===== src/panel_defs.svh =====
`ifndef PANEL_DEFS_SVH
`define PANEL_DEFS_SVH

////////////////////////////////////////////////////////////////////////////
// Panel geometry
////////////////////////////////////////////////////////////////////////////

`define PANEL_WIDTH 16
`define PANEL_HEIGHT 8
`define BYTES_PER_PIXEL 3 // One byte per colour channel.

// Frame buffer address fields.
`define ROW_BITS 3
`define COLUMN_BITS 4
`define PIXEL_SEL_BITS 2

`endif


===== src/panel_pkg.sv =====
package panel_pkg;

    // First byte of every host command.
    typedef enum logic [7:0] {
        OP_NOP        = 8'h00,
        OP_FILL_PANEL = 8'h01,
        OP_FILL_RECT  = 8'h02
    } panel_opcode_t;

    typedef enum logic [2:0] {
        CMD_CAPTURE,
        CMD_START,
        CMD_RUNNING,
        CMD_PREDONE,
        CMD_DONE
    } cmd_state_t;

    typedef enum logic [1:0] {FILL_IDLE, FILL_WRITE, FILL_DONE} fill_state_t;

endpackage


===== src/panel_cmd_fillrect.sv =====
`timescale 1ns/1ps
`include "panel_defs.svh"

module panel_cmd_fillrect
    import panel_pkg::*;
(
    input  logic                       clk,
    input  logic                       reset,
    input  logic [7:0]                 data_in,
    input  logic                       enable,
    output logic [`ROW_BITS-1:0]       row,
    output logic [`COLUMN_BITS-1:0]    column,
    output logic [`PIXEL_SEL_BITS-1:0] pixel,
    output logic [7:0]                 data_out,
    output logic                       ram_write_enable,
    output logic                       ready_for_data,
    output logic                       done
);
    localparam int OPERAND_BYTES = 4 + `BYTES_PER_PIXEL;

    cmd_state_t state;
    logic [7:0] x1, y1, width, height;
    logic [`BYTES_PER_PIXEL*8-1:0] color;
    logic [2:0] byte_count;
    logic fill_enable;
    logic local_reset;
    logic fill_done;

    always_ff @(posedge clk or posedge reset) begin
        if (reset) begin
            state          <= CMD_CAPTURE;
            byte_count     <= '0;
            fill_enable    <= 1'b0;
            local_reset    <= 1'b0;
            ready_for_data <= 1'b1;
            done           <= 1'b0;
        end else begin
            case (state)
                CMD_CAPTURE: if (enable) begin
                    if (byte_count == OPERAND_BYTES - 1) begin
                        ready_for_data <= 1'b0;
                        state          <= CMD_START;
                    end
                    byte_count <= byte_count + 1'b1;
                end
                CMD_START: begin
                    fill_enable <= 1'b1;
                    state       <= CMD_RUNNING;
                end
                CMD_RUNNING: if (fill_done) begin
                    fill_enable <= 1'b0;
                    local_reset <= 1'b1;
                    state       <= CMD_PREDONE;
                end
                CMD_PREDONE: begin
                    local_reset <= 1'b0;
                    done        <= 1'b1;
                    state       <= CMD_DONE;
                end
                default: begin
                    done           <= 1'b0;
                    byte_count     <= '0;
                    ready_for_data <= 1'b1;
                    state          <= CMD_CAPTURE;
                end
            endcase
        end
    end

    // Geometry first, then colour.
    always_ff @(posedge clk) begin
        if (state == CMD_CAPTURE && enable) begin
            case (byte_count)
                3'd0:    x1 <= data_in;
                3'd1:    y1 <= data_in;
                3'd2:    width <= data_in;
                3'd3:    height <= data_in;
                default: color[8*(byte_count - 3'd4) +: 8] <= data_in;
            endcase
        end
    end

    panel_subcmd_fillarea i_fillarea (
        .clk              (clk),
        .reset            (reset || local_reset),
        .enable           (fill_enable),
        .ack              (done),
        .x1               (x1),
        .y1               (y1),
        .width            (width),
        .height           (height),
        .color            (color),
        .row              (row),
        .column           (column),
        .pixel            (pixel),
        .data_out         (data_out),
        .ram_write_enable (ram_write_enable),
        .done             (fill_done)
    );

    a_busy_while_running: assert property (@(posedge clk) disable iff (reset)
        state == CMD_RUNNING |-> !ready_for_data);

endmodule


===== src/panel_subcmd_fillarea.sv =====
`timescale 1ns/1ps
`include "panel_defs.svh"

module panel_subcmd_fillarea
    import panel_pkg::*;
(
    input  logic                          clk,
    input  logic                          reset,
    input  logic                          enable,
    input  logic                          ack,
    input  logic [7:0]                    x1,
    input  logic [7:0]                    y1,
    input  logic [7:0]                    width,
    input  logic [7:0]                    height,
    input  logic [`BYTES_PER_PIXEL*8-1:0] color,
    output logic [`ROW_BITS-1:0]          row,
    output logic [`COLUMN_BITS-1:0]       column,
    output logic [`PIXEL_SEL_BITS-1:0]    pixel,
    output logic [7:0]                    data_out,
    output logic                          ram_write_enable,
    output logic                          done
);
    fill_state_t state;
    logic [8:0] x_end, y_end;   // Exclusive bounds before clipping.
    logic [8:0] x_stop, y_stop; // Exclusive bounds clipped to the panel.
    logic empty;
    logic last_column, last_row, last_pixel;

    ////////////////////////////////////////////////////////////////////////////
    // Clipping
    ////////////////////////////////////////////////////////////////////////////

    assign x_end  = {1'b0, x1} + {1'b0, width};
    assign y_end  = {1'b0, y1} + {1'b0, height};
    assign x_stop = (x_end > `PANEL_WIDTH) ? 9'(`PANEL_WIDTH) : x_end;
    assign y_stop = (y_end > `PANEL_HEIGHT) ? 9'(`PANEL_HEIGHT) : y_end;

    assign empty = (width == 0) || (height == 0)
                || (x1 >= `PANEL_WIDTH) || (y1 >= `PANEL_HEIGHT);

    assign last_pixel  = (pixel == `BYTES_PER_PIXEL - 1);
    assign last_column = ({5'd0, column} == x_stop - 9'd1);
    assign last_row    = ({6'd0, row} == y_stop - 9'd1);

    ////////////////////////////////////////////////////////////////////////////
    // Row-major walk, one byte per cycle
    ////////////////////////////////////////////////////////////////////////////

    always_ff @(posedge clk or posedge reset) begin
        if (reset) begin
            state            <= FILL_IDLE;
            row              <= '0;
            column           <= '0;
            pixel            <= '0;
            ram_write_enable <= 1'b0;
            done             <= 1'b0;
        end else begin
            case (state)
                FILL_IDLE: if (enable) begin
                    if (empty) begin
                        done  <= 1'b1; // Nothing on the panel.
                        state <= FILL_DONE;
                    end else begin
                        row              <= y1[`ROW_BITS-1:0];
                        column           <= x1[`COLUMN_BITS-1:0];
                        pixel            <= '0;
                        ram_write_enable <= 1'b1;
                        state            <= FILL_WRITE;
                    end
                end
                FILL_WRITE: begin
                    if (!last_pixel) begin
                        pixel <= pixel + 1'b1;
                    end else if (!last_column) begin
                        pixel  <= '0;
                        column <= column + 1'b1;
                    end else if (!last_row) begin
                        pixel  <= '0;
                        column <= x1[`COLUMN_BITS-1:0];
                        row    <= row + 1'b1;
                    end else begin
                        ram_write_enable <= 1'b0;
                        done             <= 1'b1;
                        state            <= FILL_DONE;
                    end
                end
                default: if (ack) begin
                    done  <= 1'b0;
                    state <= FILL_IDLE;
                end
            endcase
        end
    end

    assign data_out = color[8*pixel +: 8];

    a_write_in_rect: assert property (@(posedge clk) disable iff (reset)
        ram_write_enable |-> pixel < `BYTES_PER_PIXEL
            && {5'd0, column} >= {1'b0, x1} && {5'd0, column} < x_stop
            && {6'd0, row} >= {1'b0, y1} && {6'd0, row} < y_stop);

endmodule


===== config.mk =====
export PLATFORM = sky130hd
export DESIGN_NAME = panel_cmd_fillrect
export DESIGN_NICKNAME = d
export VERILOG_FILES = /design/src/panel_pkg.sv /design/src/panel_cmd_fillrect.sv /design/src/panel_subcmd_fillarea.sv
export VERILOG_INCLUDE_DIRS = /design/src
export SDC_FILE = /design/constraint.sdc
export NUM_CORES = 1
export LEC_CHECK = 0
export BUFFER_PORTS_ARGS = -buffer_cell sky130_fd_sc_hd__buf_2
export CELL_PAD_IN_SITES_DETAIL_PLACEMENT = 1
export CELL_PAD_IN_SITES_GLOBAL_PLACEMENT = 1
export CORE_MARGIN = 3
export CORE_UTILIZATION = 34
export CTS_CLUSTER_DIAMETER = 60
export CTS_CLUSTER_SIZE = 40
export DETAILED_ROUTE_END_ITERATION = 12
export GPL_TIMING_DRIVEN = 0
export PLACE_DENSITY_LB_ADDON = 0.1
export SLEW_MARGIN = 20
export SYNTH_ARGS = -nofsm -noshare
export SYNTH_HDL_FRONTEND = slang
export SYNTH_SLANG_ARGS = --single-unit
export TNS_END_PERCENT = 20

===== constraint.sdc =====
create_clock -name clk -period 1.7 [get_ports clk]
set_input_delay 0.255 -clock clk [delete_from_list [all_inputs] [get_ports clk]]
set_output_delay 0.255 -clock clk [all_outputs]
set_load 0.02 [all_outputs]

# ---- Word-level counts from Yosys, hierarchy flattened
# Cells that the tools add are included.
dict set report totals {
  ff_bits 79
  input_bits 11
  output_inout_bits 20
}
dict set report classes {
  eq_ne 23
  muxes 55
  reduce_logical 33
  bitwise_logic 2
  shift 3
  addsub 10
  magnitude_cmp 4
}
# operator count
set ops {}
lappend ops {{$neg A32 Y34} 1}
lappend ops {{$shift A8 B34 Y24 const A} 1}
lappend ops {{$shiftx A8 B34 Y24} 1}
lappend ops {{$mux W3} 9}
lappend ops {{$bwmux W24} 1}
lappend ops {{$shiftx A24 B6 Y8} 1}
lappend ops {{$mux W2} 11}
lappend ops {{$mux W4} 5}
lappend ops {{$add A8 B8 Y9} 2}
lappend ops {{$mux W9} 2}
lappend ops {{$reduce_and A6 Y1} 3}
lappend ops {{$sub A9 B1 Y9 const B} 2}
lappend ops {{$logic_not A8 Y1} 2}
lappend ops {{$reduce_and A2 Y1} 8}
lappend ops {{$mux W1} 15}
lappend ops {{$eq A3 B2 Y1 const B} 4}
lappend ops {{$pmux W1 S2} 6}
lappend ops {{$pmux W3 S2} 2}
lappend ops {{$pmux W3 S4} 1}
lappend ops {{$ne A2 B1 Y1 const B} 5}
lappend ops {{$ne A2 B2 Y1 const B} 5}
lappend ops {{$reduce_and A5 Y1} 2}
lappend ops {{$eq A3 B9 Y1} 1}
lappend ops {{$eq A4 B9 Y1} 1}
lappend ops {{other kinds (27)} 39}

# ---- Longest topological paths before layout
# Gate-level depths: netlist of the first run.
dict set report depth {
  ltp_word 9
  mapped_depth 19
  mapped_depth_nobuf 18
}

# ---- Modules after synthesis
# From an unflattened synthesis of the first run, not the netlist that was laid out.
dict set report hier_totals {
  hier_cells 430
  hier_area_um2 4703.3
}
# module seq_area_each_um2 cells_each area_per_inst_um2 n_inst
set by_module_without_submodules {}
lappend by_module_without_submodules {panel_cmd_fillrect 1933.1 157 2573.7 1}
lappend by_module_without_submodules {panel_subcmd_fillarea 325.3 273 2129.5 1}

# ---- Worst setup path after synthesis of the first run
# OpenSTA, ideal clock, no wires.
dict set report synth_path {
  path_kind {register to register}
  from {register width[0]}
  to {register i_fillarea.column[0]}
  t_arrival_ns 3.887
  n_path_buf 1
  path_slack_ns -2.308
  stages_incl_launch_ff 20
  synth_period_minus_slack_ns 4.008
  cell_sequence {edfxtp_1 ha_1 inv_1 fa_1 nand2b_1 a21oi_2 nand3b_1 a211oi_2 and3_1 buf_4 nand2_1 ha_1 o21ai_0 nor3_1 a311oi_2 nand4_4 a221o_1 o31ai_4 nor2_1 o22a_1}
}
dict set report synth_between {
  elab_chain_len 8
}
# item line
set synth_rtl {}
lappend synth_rtl {{start: declaration} panel_cmd_fillrect.sv:22} ;# logic [7:0] x1, y1, width, height;
lappend synth_rtl {{start signal: assignment} panel_cmd_fillrect.sv:76} ;# 3'd2: width <= data_in;
lappend synth_rtl {{$add A8 B8 Y9} panel_subcmd_fillarea.sv:33} ;# assign x_end = {1'b0, x1} + {1'b0, width};
lappend synth_rtl {{$gt A9 B5 Y1 (no line)} --}
lappend synth_rtl {{$mux W9} panel_subcmd_fillarea.sv:35} ;# assign x_stop = (x_end > `PANEL_WIDTH) ? 9'(`PANEL_WIDTH) : x_end;
lappend synth_rtl {{$sub A9 B1 Y9} panel_subcmd_fillarea.sv:42} ;# assign last_column = ({5'd0, column} == x_stop - 9'd1);
lappend synth_rtl {{$eq A4 B9 Y1} panel_subcmd_fillarea.sv:42}
lappend synth_rtl {{$mux W4} panel_subcmd_fillarea.sv:74} ;# end else if (!last_column) begin
lappend synth_rtl {{$mux W4} panel_subcmd_fillarea.sv:72} ;# if (!last_pixel) begin
lappend synth_rtl {{$pmux W4 S2} panel_subcmd_fillarea.sv:58} ;# case (state)
lappend synth_rtl {{end signal: assignment} panel_subcmd_fillarea.sv:65} ;# column <= x1[`COLUMN_BITS-1:0];
lappend synth_rtl {{end signal: assignment} panel_subcmd_fillarea.sv:76} ;# column <= column + 1'b1;
lappend synth_rtl {{end signal: assignment} panel_subcmd_fillarea.sv:79} ;# column <= x1[`COLUMN_BITS-1:0];
lappend synth_rtl {{end: declaration} panel_subcmd_fillarea.sv:17} ;# output logic [`COLUMN_BITS-1:0] column,
# Several ways; a longest one is shown, not always the timed one. The select of a mux whose other input is x is not followed.
# A chain may end at the register's enable or synchronous reset.

# ---- Worst setup path in the final report of the first run
# Ends and elaborated chain as after synthesis.

==> summary.md, run 1 <==
The post-route fraction of the period consumed by the critical path is 241%. The clock buffer count from CTS was 9; the internal power consumption was 5380 µW. After clock tree synthesis, the clock-pin slew on the worst setup and hold paths is 0.07 ns. For the total negative slack for setup checks, the log shows -39.96 ns. The clock tree buffer depth was 2; the count of yosys warnings during synthesis was 0.

Global routing consumed, over all layers together, 16.7% of the routing resources. The initialized floorplan defines 41 standard-cell rows. Power spread over the standard cell area amounts to 1520 mW/mm².

The startpoint of the worst-slack reg-to-reg timing path was width[0]. For this design the total switching power over the nets is 3450 µW. The final reports fail on negative setup slack. The synthesized area came out at 0.00454 mm². The most common cell after layout, fill and taps aside is sky130_fd_sc_hd__edfxtp_1.

The transition time at the pin with the least slew margin came out at 0.740 ns. The area share of and/or/nand/nor cells after synthesis works out to 19.2%. Setup violations remaining at the end of the flow were counted as 60. The clock network accounts for 21.3% of the total power. The post-route netlist has 32.4% of its cells at a drive strength greater than 1. The prevailing post-synth register cell was sky130_fd_sc_hd__edfxtp_1.

The final hold violation count is 0. By area, the combinational part of the netlist is dominated by simple AND/OR/NAND/NOR gates. At the end of routability-driven placement, the weighted congestion stood at 0.788.

The run gives 35.4% as the initial standard-cell utilization of the core. Entering global routing, the biggest net connects 17 pins. The clock network latency to the later pin of the worst-skew pair is 0.35 ns, and the area of the multi-input gates is 0.00250 mm². Across the routed clock network, the largest skew measured is 0.0117 ns.

The multiplexer area fraction after synthesis came out at 2.48%. Critical path class: register to register. Sequential cells burn 31.3% of the power.

The startpoint class of the critical path was a register. At the placement stage, the worst setup path has a slack of -2.65 ns. The die is 122 µm wide. In this run the cell area measured after placement is 0.00501 mm². The peak ir drop on the vdd network was 0.00105 V. In the synthesized netlist the async set-or-reset flop fraction comes to 29.1%.

The run finished, with violations left. Net switching is 39.1% of the power. The die covers 0.0148 mm². The run gives 0.0128 mm² as the placeable core area. The worst hold path begins at data_in[5]. Timing would allow up to 244 MHz. The final cell area excluding filler cells was 0.00583 mm²; the count of distinct cell types in the synthesized netlist was 71.

Headroom to the max-slew limit came out at 50.6%. Of the total synthesized cell area, the portion taken by full adders, half adders and majority gates is 9.15%. Dividing the detail-routed wire length by the instance count gives 17.9 µm. 31 I/O pins were placed. In this run, the number of DRC markers left after iteration 0 of detailed routing was 150. The mean instance size in the synthesized netlist was 11.2 µm².

The tools report the first-pass GRT wire length as 18,900 µm. In this run the worst path has a maximum fanout of 5. Height of the chip: 122 µm. Walking the worst path, the cells encountered are ha_2 -> inv_2 -> fa_2 -> nand2b_4 -> a21oi_4 -> a311o_1 -> a211oi_2 -> and3_4 -> nand2b_4 -> ha_4 -> and2_1 -> nor2b_1 -> a32oi_1 -> o221ai_2 -> a221o_2 -> o31ai_4 -> nor2_1 -> o22a_1. The run gives 0 as the remaining number of nets flagged by the antenna check after routing.

The number of fill cells in the layout is 1,413. Synthesis inferred 79 register bits. Total of buffers placed on input and output ports: 30.

For the area taken by flip-flops and latches, the log shows 0.00226 mm². Setup repair after global routing could not meet its margin everywhere. In this run, the combinational gates consume 47.4% of the power. The top cell types in the final layout, fill and taps aside, are sky130_fd_sc_hd__edfxtp_1, sky130_fd_sc_hd__nor2_1, sky130_fd_sc_hd__nand2_1, sky130_fd_sc_hd__buf_4, sky130_fd_sc_hd__buf_2. The critical path's most frequent cell is sky130_fd_sc_hd__nand2b_4. In this run the clock root is driven by a sky130_fd_sc_hd__clkbuf_16. Type of the most critical hold path: primary input to register.

For this design, the slowest cell found on the critical path is sky130_fd_sc_hd__edfxtp_1. The end-of-flow core utilization is 45.4%, and the total wire length is 11,700 µm. The worst hold margin is 0.191 ns.

The run gives 8400 µm as the detailed-placement wirelength estimate. Synthesis handed over a netlist of 407 instances. After detailed routing, the number of remaining DRC violations is 0.

Counting every sink on the clock net gives 79. The register area share after synthesis was 49.8%. On the worst path, the slowest cell contributes a delay of 0.42 ns. The type of destination of the critical path was a register. The count of final max-slew check failures is 0, and the total congestion overflow is 0.

Across all layers, the routed design uses 3,418 vias. Number of iterations in the first detailed-routing pass: 4. The complex-gate fraction of the synthesized area was 14.5%. The initial antenna violation count came out at 0. Yosys mapped a number of flops with a built-in enable equal to 56. The worst path required time was 1.93 ns. Relative to the synthesized area, the layout overhead comes to 28.4%. The count of max-cap constraint violations was 0. TritonCTS built the clock tree.

CTS built an H-tree with a depth of 3. Data on the critical path arrives at its endpoint at 4.34 ns. After detailed routing, the number of vias per cell comes to 5.23.

The leakage component of the power was 0.00226 µW; the net count reported at finish was 519. For the number of diodes, the log shows 0. When the netlist entered floorplanning its net count stood at 450.

The number of global-route vias before repair was 3,632. Post-layout minimum cycle time: 4.10 ns. Setup slack of the critical path after layout: -2.40 ns. Summing the areas of all xor and xnor instances in the mapped netlist gives 2.45% of the synthesized area. Tracing the worst setup path back leads to its startpoint at width[0].
## cell type report
| type | count | area share, % |
|---|---|---|
| plain buffers | 8 | 1.25 |
| clock buffers | 9 | 3.87 |
| clock inverters | 7 | 1.05 |
| inverters | 19 | 1.31 |
| multi-input cells | 300 | 43.0 |
| flip-flops and latches | 79 | 38.8 |
| well taps | 172 | 3.69 |
| repair buffers | 59 | 7.04 |
## path summary, 6_finish.rpt
path                                   endpoint  slack [ns]  cells after the start
setup / recovery           i_fillarea.column[0]       -2.40                     18
min in group asynchronous                  done        0.45                      3
max in group asynchronous   i_fillarea.pixel[0]        0.56                      3
hold / removal                        height[5]        0.19                      1
hold reg to reg             i_fillarea.pixel[1]        0.46                      1
setup reg to reg           i_fillarea.column[0]       -2.40                     18
## registers in the layout, summed over array words and instances (netlist names), 2 cells and up
name / count
color: 24
x1: 8
state: 3
i_fillarea.row: 3
y1: 8
height: 8
width: 8
i_fillarea.pixel: 2
i_fillarea.state: 2
byte_count: 3
i_fillarea.column: 4
## cell families after synthesis
group,Yosys count
simple gates,161
compound gates,85
flops,79
fa+ha+maj,32
buf+inv,28
xor+xnor,11
mux,11
## critical path, delay by kind of cell, from the launching register on
family          cells  cell delay [ns]
fa+ha+maj           3             0.57
buf+inv             1             0.06
flops               1             0.42
simple gates        6             0.85
compound gates      8             2.11
## power by group through the flow
| stage | combinational [µW] | clock [µW] | sequential [µW] |
|---|---|---|---|
| floorplan | 2180 | 0 | 2840 |
| global placement | 3090 | 0 | 2790 |
| detailed placement | 3220 | 0 | 2800 |
| CTS | 3900 | 1930 | 2760 |
| global route | 4600 | 2020 | 2820 |
| finish | 4190 | 1880 | 2760 |
## through the flow
step	instances	power, µW
after floorplan	407	5020
after global placement	609	5880
after detailed placement	609	6030
after CTS	647	8590
after global routing	653	9440
final	653	8830
## layer usage
layer	share of wire, %	vias up	track usage (%)
met1	46	1702	21.3
met2	50	41	28.0
li1	-	1658	-
met3	2.0	17	2.69
met4	2.4	0	7.28
met5	0	-	0
## synth_stat cells (all sizes together), types with 2 or more instances
| cell | count | area share [%] |
|---|---|---|
| nand3 | 5 | 0.55 |
| nor3b | 5 | 0.83 |
| o21ai | 20 | 2.2 |
| nand3b | 4 | 0.66 |
| nand2b | 8 | 1.1 |
| nand4 | 2 | 0.61 |
| a311o | 2 | 0.44 |
| mux2 | 2 | 0.50 |
| a41oi | 3 | 0.58 |
| fa | 2 | 0.88 |
| a2bb2oi | 2 | 0.52 |
| o221ai | 2 | 0.52 |
| a311oi | 2 | 0.52 |
| and2 | 22 | 3.1 |
| a31oi | 2 | 0.28 |
| nor2 | 38 | 3.2 |
| a31o | 2 | 0.39 |
| nor4 | 9 | 1.2 |
| and3 | 12 | 1.7 |
| xnor2 | 5 | 0.96 |
| o211ai | 3 | 0.61 |
| xor2 | 6 | 1.5 |
| nor2b | 11 | 1.5 |
| o22a | 5 | 0.96 |
| nor3 | 5 | 0.55 |
| or4 | 2 | 0.33 |
| clkbuf | 7 | 0.61 |
| a211oi | 6 | 1.2 |
| ha | 30 | 8.3 |
| inv | 19 | 1.6 |
| a21oi | 17 | 2.0 |
| buf | 2 | 0.25 |
| nor4b | 2 | 0.39 |
| a21o | 3 | 0.50 |
| o31ai | 3 | 0.80 |
| edfxtp | 56 | 37 |
| mux2i | 9 | 2.0 |
| dfrtp | 22 | 12 |
| a211o | 3 | 0.77 |
| nand2 | 31 | 2.6 |
## what timing repair did
action                                  4_1_cts  5_1_grt
resized for setup                            64       31
endpoints found under the setup margin      101       93
pin swaps                                    27       25
hold buffers                                  1        0
endpoints found under the hold margin         9        0
setup buffers                                21        7
Power figures use the tool's default switching activity.
==> run 2: changes to the inputs <==
--- a/config.mk
+++ b/config.mk
@@ -15,7 +15,7 @@
 export CTS_CLUSTER_SIZE = 40
 export DETAILED_ROUTE_END_ITERATION = 12
 export GPL_TIMING_DRIVEN = 0
-export PLACE_DENSITY_LB_ADDON = 0.1
+export PLACE_DENSITY_LB_ADDON = 0.08
 export SLEW_MARGIN = 20
 export SYNTH_ARGS = -nofsm -noshare
 export SYNTH_HDL_FRONTEND = slang
==> run 2 against run 1 <==
The flow still finishes with violations (negative setup slack). First-iteration DRC count down 4.7%. Clock power down 7%. Combinational power rose by 1%. Sequential cell count unchanged. Worst hold slack gained 0.015 ns. Register-to-register slack gained 0.05 ns. Clock skew decreased by 0.0075 ns. Power fell by 0.61%. Critical path depth rose by 4. Sequential share of layout area fell by 0.80 points. Design area increased by 2.1%. Critical path type unchanged.
==> summary.md, run 2 (synthesis gave the netlist of run 1 again) <==
The tools report the launching instance or port of the critical path as width[0]. The maximum fanout encountered on the critical timing path came out at 7 (+2). The total DRC errors in the routed layout is 0 (unchanged). Height of the chip: 122 µm (unchanged). The register with the most flip-flops in the final layout is color. The number of fill cells in the layout came out at 1,396 (-1.2%). The post-layout minimum cycle time works out to 4.06 ns (-0.0453 ns). The all-layer global routing usage is 16.5% (-0.18 points). The transition time at the pin with the least slew margin is 0.723 ns (-0.0172 ns), and the leakage component of the power is 0.00231 µW (+2.3%). The die width came out at 122 µm (unchanged). The startpoint of the worst-slack reg-to-reg timing path is width[0]. The final hold violation count is 0 (unchanged). The run gives 0.0148 mm² (unchanged) as the floorplan die area. STA classifies the critical path startpoint as a register. The critical path class is register to register. The tools report the clock buffer count from CTS as 9 (unchanged). For the count of H-tree levels built during CTS, the log shows 3 (unchanged). The post-route fraction of the period consumed by the critical path was 239% (-2.7 points). The largest net degree at the start of global routing was 14 (-3); the average via count per standard cell was 5.11 (-2.3%). The min-delay analysis places its worst path in the category primary input to register. The final cell area excluding filler cells was 0.00595 mm² (+2.1%); the layout-stage area growth over the synthesis result was 31.2%. The flow ran to the end, but the final reports show violations.

The detailed-placement wirelength estimate came out at 8440 µm (+0.50%). For the total congestion overflow, the log shows 0 (unchanged). For the routability-driven placement congestion ratio, the log shows 0.778 (-1.2%). For the met1 capacity usage during global routing, the log shows 20.8% (-0.57 points).

In the layout the commonest cells are sky130_fd_sc_hd__edfxtp_1, sky130_fd_sc_hd__buf_4, sky130_fd_sc_hd__nor2_1, sky130_fd_sc_hd__nand2_1, sky130_fd_sc_hd__buf_2. The run gives 0 (unchanged) as the initial antenna violation count. Hold path startpoint: data_in[6].

The worst path required time was 1.92 ns (about the same). The setup slack of the critical path after layout was -2.36 ns (+0.0453 ns); the maximum clock frequency was 247 MHz (+1.1%). The tools report the via count as 3,381 (-1.1%). For the post-placement cell area, the log shows 0.00501 mm² (+0.10%). The end-of-flow core utilization was 46.4% (+0.98 points). First-pass GRT wire length: 18,800 µm (-0.22%). Setup repair after global routing could not meet its margin everywhere.

The checks that failed: negative setup slack. The run gives 2 (unchanged) as the clock tree buffer depth. The run gives 527 (+1.5%) as the net count reported at finish.

For the row count, the log shows 41 (unchanged). The root buffer cell chosen for the clock tree is sky130_fd_sc_hd__clkbuf_16. TritonCTS built the clock tree.

The initial standard-cell utilization of the core is 35.4% (unchanged), and the flip-flop count of the largest register, all copies and words added is 24 (unchanged). The per-cell routed wire length was 17.7 µm (-0.77%); the clock network latency to the later pin of the worst-skew pair was 0.33 ns (-0.02 ns). The worst clock skew is 0.00419 ns (-0.00753 ns), and the area of the multi-input gates is 0.00257 mm² (+2.6%). The tools report the area taken by flip-flops and latches as 0.00226 mm² (about the same).

The data arrival at the endpoint of the critical path came out at 4.28 ns (-0.06 ns). Number of diodes: 0 (unchanged). The tools report the number of iterations in the first detailed-routing pass as 4 (unchanged). The setup-violating endpoint count in the final report was 55 (-8.3%).

The library cell used most frequently in the layout, excluding fill and tap cells, is sky130_fd_sc_hd__edfxtp_1. The peak ir drop on the vdd network is 0.000985 V (-6.1%). The fraction of final layout cells sized beyond drive strength 1 was 35.2% (+2.7 points). The logs give 51.7% (+1.1 points) for the worst slew slack as a fraction of its limit and 143 (-4.7%) for the first-iteration detailed-routing DRC count. STA classifies the critical path endpoint as a register.

Number of top-level design ports: 31 (unchanged). The clock transition at the registers of the reported paths works out to 0.06 ns (about the same). Met2 demand-to-capacity share in global routing: 28.3% (+0.24 points). For the placeable core area, the log shows 0.0128 mm² (unchanged). The remaining number of nets flagged by the antenna check after routing came out at 0 (unchanged).

The fraction of met3 tracks used by global routing was 3.62% (+0.93 points); the power density over the cells was 1470 mW/mm² (-2.7%). The tools report the clock sink total as 79 (unchanged). After global routing, the most crowded layer is met2.

The count of max-cap constraint violations was 0 (unchanged). Total wire length: 11,700 µm (+0.45%). The run gives 3,639 (+0.19%) as the number of global-route vias before repair.

The total of buffers placed on input and output ports works out to 30 (unchanged). The run gives 0 (unchanged) as the count of final max-slew check failures.
[run 2: changes by cell type in the layout (fill, tap and decap cells not counted), sizes merged]
cell / change
buf: +7
clkbuf: +3
inv: -3
clkinv: +1
[run 2: area by class of cell]
class	instances	area share, %
clock inverters	5	0.568
plain buffers	9	1.45
flip-flops and latches	79	38.0
repair buffers	66	7.93
well taps	172	3.62
multi-input cells	300	43.2
inverters	19	1.32
clock buffers	11	3.91
[run 2: final timing paths]
| path | cells after the start | slack [ns] | to |
|---|---|---|---|
| max | 22 | -2.36 | i_fillarea.column[1] |
| min | 1 | 0.21 | x1[6] |
| max reg2reg | 22 | -2.36 | i_fillarea.column[1] |
| min reg2reg | 1 | 0.47 | i_fillarea.done |
| max in group asynchronous | 3 | 0.57 | i_fillarea.pixel[0] |
| min in group asynchronous | 3 | 0.46 | local_reset |
[run 2: timing repair]
| action | in CTS | in global routing |
|---|---|---|
| gates resized for setup | 77 | 35 |
| hold endpoints to repair | 9 | 0 |
| hold buffers | 1 | 0 |
| pin swaps | 30 | 33 |
| setup endpoints to repair | 101 | 71 |
| buffers inserted | 23 | 13 |
[run 2: routing by layer]
| metal | share of wire, % | wire [µm] |
|---|---|---|
| met5 | 0 | 0 |
| met4 | 2.1 | 245 |
| met2 | 50 | 5880 |
| met3 | 2.6 | 302 |
| met1 | 45 | 5290 |
[run 2: metrics by stage]
step / setup WS (ns) / TNS, ns / std cells / total power [µW] / hold slack [ns]
final: -2.36 / -36.43 / 661 / 8780 / 0.207
after global placement: -2.57 / -89.24 / 609 / 5900 / 0.259
after floorplan: -2.05 / -39.49 / 407 / 5020 / 0.0945
after CTS: -2.41 / -40.05 / 650 / 8550 / 0.196
after global routing: -2.54 / -42.86 / 661 / 9370 / 0.198
after detailed placement: -2.60 / -73.18 / 610 / 6030 / 0.275
[run 2: power by group]
part	leakage, µW	internal (µW)	switching (µW)	total, µW
Sequential	0.000793	2410	359	2770
Combinational	0.00139	1990	2260	4250
Clock	0.000128	990	765	1750
[run 2: worst max-delay path, stage by stage, from the launching register on]
cell	delay (ns)
sky130_fd_sc_hd__edfxtp_1	0.37
sky130_fd_sc_hd__ha_2	0.20
sky130_fd_sc_hd__inv_2	0.04
sky130_fd_sc_hd__fa_2	0.36
sky130_fd_sc_hd__nand2b_4	0.16
sky130_fd_sc_hd__a21oi_4	0.16
sky130_fd_sc_hd__nand3b_1	0.12
sky130_fd_sc_hd__a211oi_2	0.28
sky130_fd_sc_hd__and3_1	0.23
sky130_fd_sc_hd__buf_6	0.13
sky130_fd_sc_hd__nand2b_4	0.06
sky130_fd_sc_hd__ha_4	0.17
sky130_fd_sc_hd__o21ai_2	0.13
sky130_fd_sc_hd__nor3_2	0.06
sky130_fd_sc_hd__a311oi_2	0.20
sky130_fd_sc_hd__buf_4	0.18
sky130_fd_sc_hd__nand4_4	0.10
sky130_fd_sc_hd__buf_4	0.16
sky130_fd_sc_hd__a221oi_4	0.22
sky130_fd_sc_hd__buf_6	0.17
sky130_fd_sc_hd__a21oi_2	0.07
sky130_fd_sc_hd__o32a_1	0.18
sky130_fd_sc_hd__o22a_1	0.18
==> run 3: changes to the inputs <==
==> constraint.sdc (replaced) <==
create_clock -name clk -period 3.4 [get_ports clk]
set_input_delay 0.51 -clock clk [delete_from_list [all_inputs] [get_ports clk]]
set_output_delay 0.51 -clock clk [all_outputs]
set_load 0.02 [all_outputs]
==> run 3 against run 2 <==
The run still ends with negative setup slack left. Clock skew grew 0.0050 ns. Combinational power decreased by 63%. Sequential cell count is the same. Via count down 0.74%. Cell count fell by 3.3%. Global-route usage fell by 0.28 points. Non-clock buffer count shrank 21. Sequential power shrank 50%. Maximum frequency shrank 1.2%. Design area fell by 8.0%. Critical path type unchanged. Highest routed layer unchanged.
==> summary.md, run 3 (synthesis gave the netlist of run 1 again) <==
The run finished, with violations left. The checks that failed: negative setup slack. The tools report the clock buffer count from CTS as 9 (unchanged).

Cell type of the slowest stage on the worst timing path: sky130_fd_sc_hd__a221o_2. The logs give 0 (unchanged) for the remaining number of nets flagged by the antenna check after routing and 2 (unchanged) for the clock tree buffer depth. The largest net degree at the start of global routing came out at 15 (+1). The worst setup path is captured at a register. The all-layer global routing usage came out at 16.2% (-0.28 points). Ranked by flip-flop count, first place goes to color.

The register-to-register setup slack is -0.70 ns (+1.65 ns), and the post-layout minimum cycle time is 4.10 ns (+0.0493 ns). The clock sink total was 79 (unchanged). Height of the chip: 122 µm (unchanged). The worst clock skew was 0.00920 ns (+0.00501 ns). The run gives 3 (unchanged) as the count of H-tree levels built during CTS. In this run the worst hold path is classified as primary input to asynchronous set/reset pin.

The run gives 12 (-78%) as the setup-violating endpoint count in the final report. The average via count per standard cell came out at 5.25 (+2.7%). Setup repair after global routing could not meet its margin everywhere. The run gives 0 (unchanged) as the total congestion overflow.

Buffer type at the clock tree root: sky130_fd_sc_hd__clkbuf_16. For the count of max-cap constraint violations, the log shows 0 (unchanged). TritonCTS built the clock tree.

Kind of cell adding the most delay to the critical path: compound AO/OA/AOI/OAI gates. The per-cell routed wire length is 17.8 µm (+0.34%). The total DRC errors in the routed layout was 0 (unchanged); the data arrival at the endpoint of the critical path was 4.33 ns (+0.05 ns). The peak ir drop on the vdd network came out at 0.000457 V (-54%). For the routability-driven placement congestion ratio, the log shows 0.799 (+2.7%). The run gives 0.00226 mm² (-0.22%) as the area taken by flip-flops and latches. The setup slack of the critical path after layout was -0.705 ns (+1.65 ns). The logs give 31 (unchanged) for the number of top-level design ports and 0.00232 mm² (-9.6%) for the area of the multi-input gates. The final cell area excluding filler cells is 0.00547 mm² (-8.0%), and the worst slack at placement is -0.948 ns (+1.65 ns). The tools report the leakage component of the power as 0.00214 µW (-7.4%). The row count is 41 (unchanged), and the delay contributed by the slowest stage of the critical path is 0.44 ns (+0.07 ns). The run gives 163 (+14%) as the first-iteration detailed-routing DRC count. For the count of final max-slew check failures, the log shows 0 (unchanged). The number of iterations in the first detailed-routing pass was 4 (unchanged). The transition time at the pin with the least slew margin is 0.908 ns (+0.185 ns). The number of fill cells in the layout was 1,429 (+2.4%). In the layout the commonest cells are sky130_fd_sc_hd__edfxtp_1, sky130_fd_sc_hd__nor2_1, sky130_fd_sc_hd__nand2_1, sky130_fd_sc_hd__buf_2, sky130_fd_sc_hd__ha_1. The critical path class is register to register. The overall power was 3930 µW (-55%). The run gives 3,562 (-2.1%) as the number of global-route vias before repair. The power density over the cells was 717 mW/mm² (-51%); the worst path required time was 3.62 ns (+1.70 ns). The post-placement cell area came out at 0.00496 mm² (-1.0%). The final hold violation count was 0 (unchanged); the flip-flop count of the largest register, all copies and words added was 24 (unchanged). For the number of diodes, the log shows 0 (unchanged). The initial standard-cell utilization of the core is 35.4% (unchanged). The critical path goes through ha_2 -> inv_2 -> fa_2 -> nand2b_4 -> a21oi_4 -> a311o_1 -> a211oi_2 -> and3_1 -> buf_6 -> nand2_4 -> ha_4 -> and2_1 -> nor2b_2 -> a32oi_1 -> o221ai_2 -> a221o_2 -> o31ai_4 -> nor2_1 -> o22a_1. The floorplan die area came out at 0.0148 mm² (unchanged).

The placeable core area was 0.0128 mm² (unchanged); the detailed-placement wirelength estimate was 8300 µm (-1.7%). Clock network latency to the later pin of the worst-skew pair: 0.33 ns (about the same). The initial antenna violation count is 0 (unchanged). Number of buffer and inverter stages on the critical path: 2 (-3). The die width was 122 µm (unchanged). The maximum fanout encountered on the critical timing path came out at 5 (-2). The net count reported at finish is 506 (-4.0%). The worst hold margin came out at 0.168 ns (-0.0389 ns). The first-pass GRT wire length was 18,500 µm (-2.0%); the total of buffers placed on input and output ports was 30 (unchanged). The fraction of final layout cells sized beyond drive strength 1 was 22.5% (-13 points); the clock transition at the registers of the reported paths was 0.06 ns (about the same).

For the maximum clock frequency, the log shows 244 MHz (-1.2%). The layout-stage area growth over the synthesis result is 20.6%, and the via count is 3,356 (-0.74%). Startpoint class of the critical path: a register.

For the worst slew slack as a fraction of its limit, the log shows 39.3% (-12 points). The most common cell after layout, fill and taps aside was sky130_fd_sc_hd__edfxtp_1. The post-route fraction of the period consumed by the critical path was 121% (-120 points); the total wire length was 11,400 µm (-3.0%).
==> run 3: where the power goes <==
| part | switching (µW) | internal [µW] |
|---|---|---|
| sequential | 177 | 1200 |
| combinational | 952 | 632 |
| clock | 394 | 571 |
| total | 1520 | 2400 |
==> run 3: worst reg2reg max path: stages (launching register included) <==
cell and delay [ns]:
sky130_fd_sc_hd__edfxtp_1 0.41, sky130_fd_sc_hd__ha_2 0.22, sky130_fd_sc_hd__inv_2 0.05, sky130_fd_sc_hd__fa_2 0.22
sky130_fd_sc_hd__nand2b_4 0.14, sky130_fd_sc_hd__a21oi_4 0.06, sky130_fd_sc_hd__a311o_1 0.32, sky130_fd_sc_hd__a211oi_2 0.30
sky130_fd_sc_hd__and3_1 0.22, sky130_fd_sc_hd__buf_6 0.13, sky130_fd_sc_hd__nand2_4 0.06, sky130_fd_sc_hd__ha_4 0.17
sky130_fd_sc_hd__and2_1 0.15, sky130_fd_sc_hd__nor2b_2 0.16, sky130_fd_sc_hd__a32oi_1 0.25, sky130_fd_sc_hd__o221ai_2 0.18
sky130_fd_sc_hd__a221o_2 0.44, sky130_fd_sc_hd__o31ai_4 0.27, sky130_fd_sc_hd__nor2_1 0.07, sky130_fd_sc_hd__o22a_1 0.17
==> run 3: area by class of cell <==
class / instances / share of cell area [%]
Multi-Input combinational cell: 300 / 42.4
Buffer: 9 / 0.777
Tap cell: 172 / 3.93
Sequential cell: 79 / 41.3
Inverter: 19 / 1.30
Clock inverter: 6 / 1.30
Timing Repair Buffer: 45 / 4.87
Clock buffer: 9 / 4.11
==> run 3: routing by layer <==
layer	GRT usage [%]	vias to the layer above	wire (µm)
met5	0	-	0
met2	28.3	39	5700
li1	-	1628	-
met4	3.50	0	100
met1	20.6	1681	5240
met3	3.90	8	322
==> run 3: path summary, 6_finish.rpt <==
| check | start | endpoint | cells after the start |
|---|---|---|---|
| max | width[0] | i_fillarea.column[0] | 19 |
| min | reset | done | 2 |
| max reg2reg | width[0] | i_fillarea.column[0] | 19 |
| min reg2reg | local_reset | i_fillarea.done | 1 |
| max in group asynchronous | local_reset | i_fillarea.column[1] | 1 |
| min in group clk | data_in[6] | y1[6] | 1 |
==> run 3: per-stage QoR <==
step / std cells / utilization, % / TNS [ns]
after global routing: 639 / 42.7 / -10.18
after detailed placement: 609 / 38.7 / -10.25
after global placement: 609 / 38.5 / -9.69
final: 639 / 42.7 / -7.10
after floorplan: 407 / - / -3.31
after CTS: 636 / 42.3 / -6.83
==> run 3: repair_timing <==
| action | in CTS | in global routing |
|---|---|---|
| gates resized for setup | 14 | 6 |
| hold buffers | 0 | 0 |
| endpoints found under the hold margin | 0 | 0 |
| pin swaps | 13 | 8 |
| setup endpoints to repair | 12 | 12 |
| buffers inserted | 12 | 3 |
